<file path="src/include/exec_macros.svh">
/* execute cluster sizing
   datapath width, reorder buffer tag width and issue queue depth */

`ifndef EXEC_MACROS_SVH
`define EXEC_MACROS_SVH

// operand and result width
`define EXEC_XLEN 32

// reorder buffer tag, 16 ops in flight at most
`define ROB_TAG_W 4

// issue queue entries, 2, 4 or 8
`define IQ_DEPTH 4

`endif

</file>
<file path="src/rtl/exec_pkg.sv">
/* exec_pkg
   op encoding for renamed micro-ops and the functional unit each op runs on */

package exec_pkg;

	typedef enum logic [3:0] {
		OP_ADD = 4'd0,
		OP_SUB = 4'd1,
		OP_BEQ = 4'd2,
		OP_BNE = 4'd3,
		OP_BLT = 4'd4, // signed
		OP_AND = 4'd5,
		OP_OR  = 4'd6,
		OP_XOR = 4'd7,
		OP_SLL = 4'd8,
		OP_SRL = 4'd9  // logical
	} exec_op_t;

	typedef enum logic {
		UNIT_ADD   = 1'b0,
		UNIT_LOGIC = 1'b1
	} exec_unit_t;

	// compares go to the adder too
	function automatic exec_unit_t unit_of(input exec_op_t op);
		case (op)
			OP_AND, OP_OR, OP_XOR, OP_SLL, OP_SRL: unit_of = UNIT_LOGIC;
			default: unit_of = UNIT_ADD;
		endcase
	endfunction

endpackage

</file>
<file path="src/rtl/issue_queue.sv">
/* issue_queue
   age-ordered reservation queue, issues the oldest op whose unit is ready,
   one op per cycle, onto a shared set of issue fields */

`timescale 1ns/1ps
`include "exec_macros.svh"

module issue_queue import exec_pkg::*; (
	input  logic                   clk,
	input  logic                   rst,
	input  logic                   dispatch_valid,
	input  exec_op_t               dispatch_op,
	input  logic [`ROB_TAG_W-1:0]  dispatch_tag,
	input  logic [`EXEC_XLEN-1:0]  dispatch_rs1,
	input  logic [`EXEC_XLEN-1:0]  dispatch_rs2,
	output logic                   dispatch_ready,
	input  logic                   add_ready,
	input  logic                   logic_ready,
	output logic                   add_valid,
	output logic                   logic_valid,
	output exec_op_t               issue_op,
	output logic [`ROB_TAG_W-1:0]  issue_tag,
	output logic [`EXEC_XLEN-1:0]  issue_rs1,
	output logic [`EXEC_XLEN-1:0]  issue_rs2
);

	localparam int IDX_W = $clog2(`IQ_DEPTH);

	logic [`IQ_DEPTH-1:0] occupied;
	logic [IDX_W-1:0]     age [`IQ_DEPTH]; // count of younger entries
	exec_op_t             op_q [`IQ_DEPTH];
	logic [`ROB_TAG_W-1:0] tag_q [`IQ_DEPTH];
	logic [`EXEC_XLEN-1:0] rs1_q [`IQ_DEPTH];
	logic [`EXEC_XLEN-1:0] rs2_q [`IQ_DEPTH];

	logic [`IQ_DEPTH-1:0] eligible;
	logic                 issue_found;
	logic [IDX_W-1:0]     issue_idx;
	exec_unit_t           issue_unit;
	logic                 issue_fire;
	logic                 wr_en;
	logic [IDX_W-1:0]     wr_idx;

	always_comb begin
		for (int i = 0; i < `IQ_DEPTH; i++) begin
			eligible[i] = occupied[i] &&
				((unit_of(op_q[i]) == UNIT_ADD) ? add_ready : logic_ready);
		end
	end

	// oldest eligible entry has the largest age
	always_comb begin
		issue_found = 1'b0;
		issue_idx = '0;
		for (int i = 0; i < `IQ_DEPTH; i++) begin
			if (eligible[i] && (!issue_found || age[i] > age[issue_idx])) begin
				issue_found = 1'b1;
				issue_idx = IDX_W'(i);
			end
		end
	end

	// lowest free slot
	always_comb begin
		wr_idx = '0;
		for (int i = `IQ_DEPTH - 1; i >= 0; i--) begin
			if (!occupied[i])
				wr_idx = IDX_W'(i);
		end
	end

	assign issue_unit = unit_of(op_q[issue_idx]);
	assign add_valid = issue_found && (issue_unit == UNIT_ADD);
	assign logic_valid = issue_found && (issue_unit == UNIT_LOGIC);
	assign issue_op = op_q[issue_idx];
	assign issue_tag = tag_q[issue_idx];
	assign issue_rs1 = rs1_q[issue_idx];
	assign issue_rs2 = rs2_q[issue_idx];

	assign issue_fire = (add_valid && add_ready) || (logic_valid && logic_ready);
	assign dispatch_ready = ~&occupied;
	assign wr_en = dispatch_valid && dispatch_ready;

	always_ff @(posedge clk) begin
		if (rst) begin
			occupied <= '0;
			for (int i = 0; i < `IQ_DEPTH; i++)
				age[i] <= '0;
		end else begin
			for (int i = 0; i < `IQ_DEPTH; i++) begin
				if (issue_fire && IDX_W'(i) == issue_idx) begin
					occupied[i] <= 1'b0;
				end else if (occupied[i]) begin
					// one fewer younger entry when a younger one issues, one more on a write
					age[i] <= age[i] - IDX_W'(issue_fire && age[i] > age[issue_idx])
						+ IDX_W'(wr_en);
				end
			end
			if (wr_en) begin
				occupied[wr_idx] <= 1'b1;
				age[wr_idx] <= '0; // youngest
			end
		end
	end

	always_ff @(posedge clk) begin
		if (wr_en) begin
			op_q[wr_idx] <= dispatch_op;
			tag_q[wr_idx] <= dispatch_tag;
			rs1_q[wr_idx] <= dispatch_rs1;
			rs2_q[wr_idx] <= dispatch_rs2;
		end
	end

	a_no_overwrite: assert property (@(posedge clk) disable iff (rst)
		wr_en |-> !occupied[wr_idx]);

	a_one_issue: assert property (@(posedge clk) disable iff (rst)
		!(add_valid && logic_valid));

endmodule

</file>
<file path="src/rtl/add_sub_unit.sv">
/* add_sub_unit
   ripple-carry add/subtract with zero, negative and overflow flags,
   resolves BEQ/BNE/BLT and holds the result until the CDB takes it */

`timescale 1ns/1ps
`include "exec_macros.svh"

module add_sub_unit import exec_pkg::*; (
	input  logic                   clk,
	input  logic                   rst,
	input  logic                   valid_in,
	input  logic                   yumi,
	input  exec_op_t               op,
	input  logic [`ROB_TAG_W-1:0]  tag,
	input  logic [`EXEC_XLEN-1:0]  rs1,
	input  logic [`EXEC_XLEN-1:0]  rs2,
	output logic                   ready,
	output logic                   valid_out,
	output logic                   branch_taken,
	output logic [`ROB_TAG_W-1:0]  result_tag,
	output logic [`EXEC_XLEN-1:0]  result
);

	logic                 sub;
	logic [`EXEC_XLEN-1:0] b_in;
	logic [`EXEC_XLEN-1:0] sum;
	logic [`EXEC_XLEN:0]   carry;
	logic                 zero;
	logic                 negative;
	logic                 overflow;
	logic                 taken;
	logic                 accept;

	assign sub = (op != OP_ADD); // compares subtract too
	assign b_in = sub ? ~rs2 : rs2;
	assign carry[0] = sub; // +1 for two's complement

	genvar i;
	generate
		for (i = 0; i < `EXEC_XLEN; i++) begin : g_ripple
			assign sum[i] = rs1[i] ^ b_in[i] ^ carry[i];
			assign carry[i+1] = (rs1[i] & b_in[i]) | (carry[i] & (rs1[i] ^ b_in[i]));
		end
	endgenerate

	assign zero = (sum == '0);
	assign negative = sum[`EXEC_XLEN-1];
	assign overflow = carry[`EXEC_XLEN] ^ carry[`EXEC_XLEN-1];

	always_comb begin
		case (op)
			OP_BEQ: taken = zero;
			OP_BNE: taken = !zero;
			OP_BLT: taken = negative ^ overflow; // signed less than
			default: taken = 1'b0;
		endcase
	end

	assign ready = !valid_out;
	assign accept = valid_in && ready;

	always_ff @(posedge clk) begin
		if (rst)
			valid_out <= 1'b0;
		else if (yumi)
			valid_out <= 1'b0;
		else if (accept)
			valid_out <= 1'b1;
	end

	always_ff @(posedge clk) begin
		if (accept) begin
			result <= sum;
			result_tag <= tag;
			branch_taken <= taken;
		end
	end

	a_hold: assert property (@(posedge clk) disable iff (rst)
		valid_out && !yumi |=> $stable(result) && $stable(result_tag)
			&& $stable(branch_taken));

endmodule

</file>
<file path="src/rtl/logic_unit.sv">
/* logic_unit
   AND/OR/XOR and logical shifts, result held until the CDB takes it */

`timescale 1ns/1ps
`include "exec_macros.svh"

module logic_unit import exec_pkg::*; (
	input  logic                   clk,
	input  logic                   rst,
	input  logic                   valid_in,
	input  logic                   yumi,
	input  exec_op_t               op,
	input  logic [`ROB_TAG_W-1:0]  tag,
	input  logic [`EXEC_XLEN-1:0]  rs1,
	input  logic [`EXEC_XLEN-1:0]  rs2,
	output logic                   ready,
	output logic                   valid_out,
	output logic [`ROB_TAG_W-1:0]  result_tag,
	output logic [`EXEC_XLEN-1:0]  result
);

	localparam int SH_W = $clog2(`EXEC_XLEN);

	logic [SH_W-1:0]       shamt;
	logic [`EXEC_XLEN-1:0] res_d;
	logic                 accept;

	assign shamt = rs2[SH_W-1:0]; // low bits only

	always_comb begin
		case (op)
			OP_AND: res_d = rs1 & rs2;
			OP_OR:  res_d = rs1 | rs2;
			OP_XOR: res_d = rs1 ^ rs2;
			OP_SLL: res_d = rs1 << shamt;
			OP_SRL: res_d = rs1 >> shamt; // zero fill
			default: res_d = '0;
		endcase
	end

	assign ready = !valid_out;
	assign accept = valid_in && ready;

	always_ff @(posedge clk) begin
		if (rst)
			valid_out <= 1'b0;
		else if (yumi)
			valid_out <= 1'b0;
		else if (accept)
			valid_out <= 1'b1;
	end

	always_ff @(posedge clk) begin
		if (accept) begin
			result <= res_d;
			result_tag <= tag;
		end
	end

	// queue must see ready low while we hold
	a_no_issue_when_busy: assert property (@(posedge clk) disable iff (rst)
		valid_out |-> !valid_in);

endmodule

</file>
<file path="src/rtl/cdb_arbiter.sv">
/* cdb_arbiter
   round-robin choice between the two units for the common data bus,
   grant is locked while the bus is stalled, yumi goes back to the winner */

`timescale 1ns/1ps
`include "exec_macros.svh"

module cdb_arbiter import exec_pkg::*; (
	input  logic                   clk,
	input  logic                   rst,
	input  logic                   add_valid_out,
	input  logic                   add_branch_taken,
	input  logic                   logic_valid_out,
	input  logic [`ROB_TAG_W-1:0]  add_tag,
	input  logic [`EXEC_XLEN-1:0]  add_result,
	input  logic [`ROB_TAG_W-1:0]  logic_tag,
	input  logic [`EXEC_XLEN-1:0]  logic_result,
	output logic                   add_yumi,
	output logic                   logic_yumi,
	input  logic                   cdb_ready,
	output logic                   cdb_valid,
	output logic                   cdb_branch_taken,
	output logic [`ROB_TAG_W-1:0]  cdb_tag,
	output logic [`EXEC_XLEN-1:0]  cdb_result
);

	exec_unit_t last_grant;
	exec_unit_t held_unit;
	logic       held; // bus stalled last cycle
	exec_unit_t grant;
	logic       xfer;

	always_comb begin
		if (held)
			grant = held_unit;
		else if (add_valid_out && logic_valid_out)
			grant = (last_grant == UNIT_ADD) ? UNIT_LOGIC : UNIT_ADD;
		else if (add_valid_out)
			grant = UNIT_ADD;
		else
			grant = UNIT_LOGIC;
	end

	assign cdb_valid = add_valid_out || logic_valid_out;
	assign xfer = cdb_valid && cdb_ready;
	assign add_yumi = xfer && (grant == UNIT_ADD);
	assign logic_yumi = xfer && (grant == UNIT_LOGIC);

	assign cdb_tag = (grant == UNIT_ADD) ? add_tag : logic_tag;
	assign cdb_result = (grant == UNIT_ADD) ? add_result : logic_result;
	assign cdb_branch_taken = (grant == UNIT_ADD) && add_branch_taken;

	always_ff @(posedge clk) begin
		if (rst) begin
			last_grant <= UNIT_LOGIC; // add goes first
			held <= 1'b0;
			held_unit <= UNIT_ADD;
		end else begin
			if (xfer)
				last_grant <= grant;
			held <= cdb_valid && !cdb_ready;
			held_unit <= grant;
		end
	end

	a_one_yumi: assert property (@(posedge clk) disable iff (rst)
		!(add_yumi && logic_yumi));

	// stalled broadcast stays put, relies on the units holding too
	a_stall_stable: assert property (@(posedge clk) disable iff (rst)
		cdb_valid && !cdb_ready |=> cdb_valid && $stable(cdb_tag) && $stable(cdb_result));

endmodule

</file>
<file path="src/rtl/exec_cluster.sv">
/* exec_cluster
   integer execute cluster, issue queue feeding an add/sub unit and a
   logic unit that share one common data bus */

`timescale 1ns/1ps
`include "exec_macros.svh"

module exec_cluster import exec_pkg::*; (
	input  logic                   clk,
	input  logic                   rst,
	input  logic                   dispatch_valid,
	input  exec_op_t               dispatch_op,
	input  logic [`ROB_TAG_W-1:0]  dispatch_tag,
	input  logic [`EXEC_XLEN-1:0]  dispatch_rs1,
	input  logic [`EXEC_XLEN-1:0]  dispatch_rs2,
	output logic                   dispatch_ready,
	input  logic                   cdb_ready,
	output logic                   cdb_valid,
	output logic                   cdb_branch_taken,
	output logic [`ROB_TAG_W-1:0]  cdb_tag,
	output logic [`EXEC_XLEN-1:0]  cdb_result
);

	// issue side, fields shared by both units
	logic                  add_valid, add_ready;
	logic                  logic_valid, logic_ready;
	exec_op_t              issue_op;
	logic [`ROB_TAG_W-1:0] issue_tag;
	logic [`EXEC_XLEN-1:0] issue_rs1, issue_rs2;

	// completion side
	logic                  add_valid_out, add_branch_taken, add_yumi;
	logic [`ROB_TAG_W-1:0] add_tag;
	logic [`EXEC_XLEN-1:0] add_result;
	logic                  logic_valid_out, logic_yumi;
	logic [`ROB_TAG_W-1:0] logic_tag;
	logic [`EXEC_XLEN-1:0] logic_result;

	issue_queue u_iq (
		.clk, .rst,
		.dispatch_valid, .dispatch_op, .dispatch_tag, .dispatch_rs1, .dispatch_rs2,
		.dispatch_ready,
		.add_ready, .logic_ready, .add_valid, .logic_valid,
		.issue_op, .issue_tag, .issue_rs1, .issue_rs2
	);

	add_sub_unit u_add (
		.clk, .rst, .valid_in(add_valid), .yumi(add_yumi),
		.op(issue_op), .tag(issue_tag), .rs1(issue_rs1), .rs2(issue_rs2),
		.ready(add_ready), .valid_out(add_valid_out), .branch_taken(add_branch_taken),
		.result_tag(add_tag), .result(add_result)
	);

	logic_unit u_logic (
		.clk, .rst, .valid_in(logic_valid), .yumi(logic_yumi),
		.op(issue_op), .tag(issue_tag), .rs1(issue_rs1), .rs2(issue_rs2),
		.ready(logic_ready), .valid_out(logic_valid_out),
		.result_tag(logic_tag), .result(logic_result)
	);

	cdb_arbiter u_arb (
		.clk, .rst,
		.add_valid_out, .add_branch_taken, .logic_valid_out,
		.add_tag, .add_result, .logic_tag, .logic_result,
		.add_yumi, .logic_yumi,
		.cdb_ready, .cdb_valid, .cdb_branch_taken, .cdb_tag, .cdb_result
	);

endmodule

</file>
<file path="config.mk">
export PLATFORM = sky130hd
export DESIGN_NAME = exec_cluster
export DESIGN_NICKNAME = d
export VERILOG_FILES = /design/src/rtl/exec_pkg.sv /design/src/rtl/issue_queue.sv /design/src/rtl/add_sub_unit.sv /design/src/rtl/logic_unit.sv /design/src/rtl/cdb_arbiter.sv /design/src/rtl/exec_cluster.sv
export VERILOG_INCLUDE_DIRS = /design/src /design/src/include
export SDC_FILE = /design/constraint.sdc
export NUM_CORES = 1
export LEC_CHECK = 0
export BUFFER_PORTS_ARGS = -buffer_cell sky130_fd_sc_hd__buf_2
export CORE_MARGIN = 2
export CORE_UTILIZATION = 62
export DETAILED_ROUTE_END_ITERATION = 8
export PLACE_DENSITY_LB_ADDON = 0.25
export SYNTH_ARGS = -nofsm -noshare
export SYNTH_HDL_FRONTEND = slang
export SYNTH_SLANG_ARGS = --single-unit
</file>
<file path="constraint.sdc">
create_clock -name clk -period 26.5 [get_ports clk]
set_clock_uncertainty 0.2 [all_clocks]
set_input_delay 0 -clock clk [delete_from_list [all_inputs] [get_ports clk]]
set_output_delay 0 -clock clk [all_outputs]
set_load 0.005 [all_outputs]
</file>
==> results.tsv <==
stage	metric	value	unit
outcome	status	completed	
setup_path	Setup crit start kind	flop	
grt	first-pass GRT wire length	106000	um
timing	final hold slack	0.0210	ns
clock_network	clock slew at reported path FFs	0.07	ns
power	switching share of total power	31.9	%
setup_path	crit path launch	u_iq.age[0][1]$_SDFFE_PP0P_	
grt	GRT Overall Usage	40.3	%
setup_path	CP Buf/Inv Count	8	
final_layout	area grow syn2layout	15.1	%
placed_design	Inst Count DP	2252	
clock_network	TritonCTS Buffers	38	
timing	Final Hold Fails	0	
setup_path	Worst Setup EP	u_add.branch_taken$_DFFE_PP_	
placed_design	hpwl dp	49100	um
grt	number of global-route vias before repair	16222	
final_layout	Final Non-Filler Cells	2396	
logic_synthesis	Yosys top cell by area	edfxtp_1	
clock_network	H-tree depth	2	
power	sw power	552	uW
power	Comb pwr share	28.4	%
floorplanning	Die ar.	0.0358	mm^2
grt	largest net degree at the start of global routing	50	
drt	DRT iter0 DRCs	2692	
floorplanning	die extent in x	189	um
drt	via density per instance	6.99	
clock_network	Post-CTS Setup Bufs	0	
logic_synthesis	Seq/Total Area, Yosys	52.5	%
clock_network	Worst-Skew Late Latency	0.53	ns
setup_path	Critical Path Slowest Stage Cell	a221o_1	
logic_synthesis	synthesized instance count	1738	
setup_path	FF-to-FF End	u_add.branch_taken$_DFFE_PP_	
timing	setup ws final	2.75	ns
run	# Max-Cap Violations	0	
drt	1st-pass router iterations	9	
setup_path	Most Frequent Cell on Critical Path	fa_1	
drt	routed via count	16739	
floorplanning	cell row count	67	
placed_design	PortBufs	114	
final_layout	n_diodes	0	
setup_path	Worst EP arrival	23.84	ns
drt	Residual DRC	0	
final_layout	Core Util, Final	72.7	%
timing	fin crit period	23.75	ns
setup_path	worst reg2reg startpoint	u_iq.age[0][1]$_SDFFE_PP0P_	
grt	GR Overflow Total	0	
power	Clk network pwr share	30.5	%
clock_network	clock tree root buffer cell	clkbuf_16	
setup_path	Reg2Reg Depth	64	
setup_path	Largest stage delay, worst path	0.87	ns
power	total internal power	1180	uW
timing	Final Max Slew Viols	0	
setup_path	Critical Path End Type	flop	
final_layout	Fill cells	2224	
timing	RSZ-0062 raised after global routing	no	
logic_synthesis	number of flops mapped to enable cells by yosys	361	
setup_path	CP Max Fanout	40	
power	peak supply drop	0.0788	mV
logic_synthesis	Synth cell types	77	
final_layout	layout cell share with drive strength beyond 1	17.4	%
min_path	HP Class	in -> reg	
logic_synthesis	Yosys top cell area share	50.9	%
timing	final setup fails	0	
logic_synthesis	warnings from Yosys	0	
power	Reg power frac	41.1	%
logic_synthesis	top_reg_cell synth	edfxtp_1	
logic_synthesis	Commonest cells post-synth	edfxtp_1 (361), nand2_1 (148), mux2i_1 (122), inv_1 (114), ha_1 (87)	
placed_design	gpl congestion	1.06	
setup_path	Data required, critical path	26.59	ns
floorplanning	Initial Utilization	63.2	%
timing	relative max-transition margin	23.9	%
logic_synthesis	Synth Area per Inst	12.2	um^2
drt	Post-Route WL	72100	um
logic_synthesis	ys async rst share	0	%
logic_synthesis	count leader, synth	edfxtp_1	
grt	antenna violations before repair	1	
power	Leak	0.00965	uW
timing	worst-margin pin slew	1.14	ns
logic_synthesis	syn_nets	1932	
setup_path	critical path depth in cells	64	
floorplanning	Chip Height	189	um
clock_network	CTS tree	done	
logic_synthesis	Synth Cell Area	0.0213	mm^2
setup_path	CP Class	reg -> reg	
clock_network	# clock sinks	378	
timing	setup TNS	0	ns
logic_synthesis	flip-flop and latch count after synthesis	378	
floorplanning	I/O pin cnt	115	
drt	ANT nets after route	0	
logic_synthesis	Synth area leaders	edfxtp_1 (51%), mux2i_1 (5.7%), ha_1 (5.1%)	
power	PD cells	70.7	mW/mm^2
final_layout	Nets	2115	
setup_path	Top delay family on crit path	adder cells	
timing	fmax	0.0421	GHz
setup_path	Reg2Reg Setup Slack	2.75	ns
drt	Wirelength per Cell	30.1	um
floorplanning	floorplan core area	0.0337	mm^2
placed_design	DP Worst Slack	2.97	ns
timing	Tcrit/Tclk final	89.6	%
clock_network	Clock Path Buffers	3	
-- logic make-up after synthesis --
group / share of synthesized area, %
XOR/XNOR: 1.60
AND/OR/NAND/NOR: 8.08
AO/OA/AOI/OAI: 16.5
buffers and inverters: 4.40
adder cells (fa/ha/maj): 8.03
flip-flops: 52.5
multiplexers: 8.83
-- flip-flops by register name (all words and copies together), names as in the netlist, 4 cells and up --
| signal | flops |
|---|---|
| u_add.result | 32 |
| u_add.result_tag | 4 |
| u_iq.age | 8 |
| u_iq.occupied | 4 |
| u_iq.op_q | 16 |
| u_iq.rs1_q | 128 |
| u_iq.rs2_q | 128 |
| u_iq.tag_q | 16 |
| u_logic.result | 32 |
| u_logic.result_tag | 4 |
-- worst min-delay path by stage --
stage                          start                     endpoint  slack [ns]  depth (start not counted)
global placement     dispatch_rs1[4]   u_iq.rs1_q[0][4]$_DFFE_PP_        0.01                          1
global route        dispatch_rs2[11]  u_iq.rs2_q[0][11]$_DFFE_PP_        0.02                          2
CTS                 dispatch_rs2[22]  u_iq.rs2_q[3][22]$_DFFE_PP_      0.0009                          2
detailed placement   dispatch_rs1[4]   u_iq.rs1_q[0][4]$_DFFE_PP_        0.02                          1
finish              dispatch_rs2[11]  u_iq.rs2_q[0][11]$_DFFE_PP_        0.02                          2
floorplan                        rst   u_arb.held_unit$_SDFF_PP0_       -0.13                          1
-- power by group through the flow --
stage | clock [uW] | combinational (uW) | sequential (uW)
3_3_place_gp | 0 | 456 | 723
3_5_place_dp | 0 | 460 | 725
5_1_grt | 554 | 514 | 715
4_1_cts | 530 | 472 | 713
2_1_floorplan | 0 | 277 | 722
6_report | 528 | 491 | 713
-- layer usage --
metal | up-vias | global-route usage, % | wire (um)
met4 | 2 | 19.3 | 4060
met1 | 8233 | 54.0 | 26800
li1 | 7045 | - | -
met2 | 1241 | 64.1 | 33600
met3 | 218 | 7.47 | 7620
met5 | - | 0 | 11
-- final cells by class --
class | count | area [um^2] | area share (%)
flip-flops and latches | 378 | 11200 | 45.6
clock inverters | 17 | 199 | 0.812
well taps | 448 | 561 | 2.29
inverters | 122 | 462 | 1.88
multi-input cells | 1129 | 9290 | 37.9
clock buffers | 50 | 1020 | 4.15
repair buffers | 252 | 1800 | 7.34
-- layout by cell type (no fill, tap or decap), drive strengths merged, types with 7 or more instances in the layout --
cell type / instances
clkinv: 11
mux2i: 124
buf: 175
fa: 31
xnor2: 35
nand2: 148
and3: 76
clkbuf: 50
a21oi: 41
o21ai: 78
nand3: 16
nor2: 41
o211ai: 38
a22oi: 57
a221oi: 10
a222oi: 41
ha: 87
a2111oi: 36
dfxtp: 17
nor3: 18
a21boi: 37
a22o: 28
inv: 123
nand4: 22
a32oi: 8
a211oi: 8
dlygate4sd3: 77
edfxtp: 361
nor2b: 7
mux2: 56
and2: 7
-- worst reg2reg max path, delay by kind of cell (launching register included) --
family	cells	cell delay, ns
flops	1	0.42
compound gates	9	2.94
mux	2	0.54
buf+inv	8	1.94
simple gates	10	2.26
fa+ha+maj	34	15.06
xor+xnor	1	0.15
-- timing repair --
item | in CTS | in global routing
endpoints found under the hold margin | 366 | 0
hold buffers | 77 | 0
resized for setup | 0 | 0
-- metrics by stage --
stage               cell area (um^2)  power [uW]
floorplan                      21300         999
global placement               22500        1180
detailed placement             22500        1180
CTS                            24500        1710
global route                   24500        1780
finish                         24500        1730
Note: power is estimated with default switching activity, not from simulation.
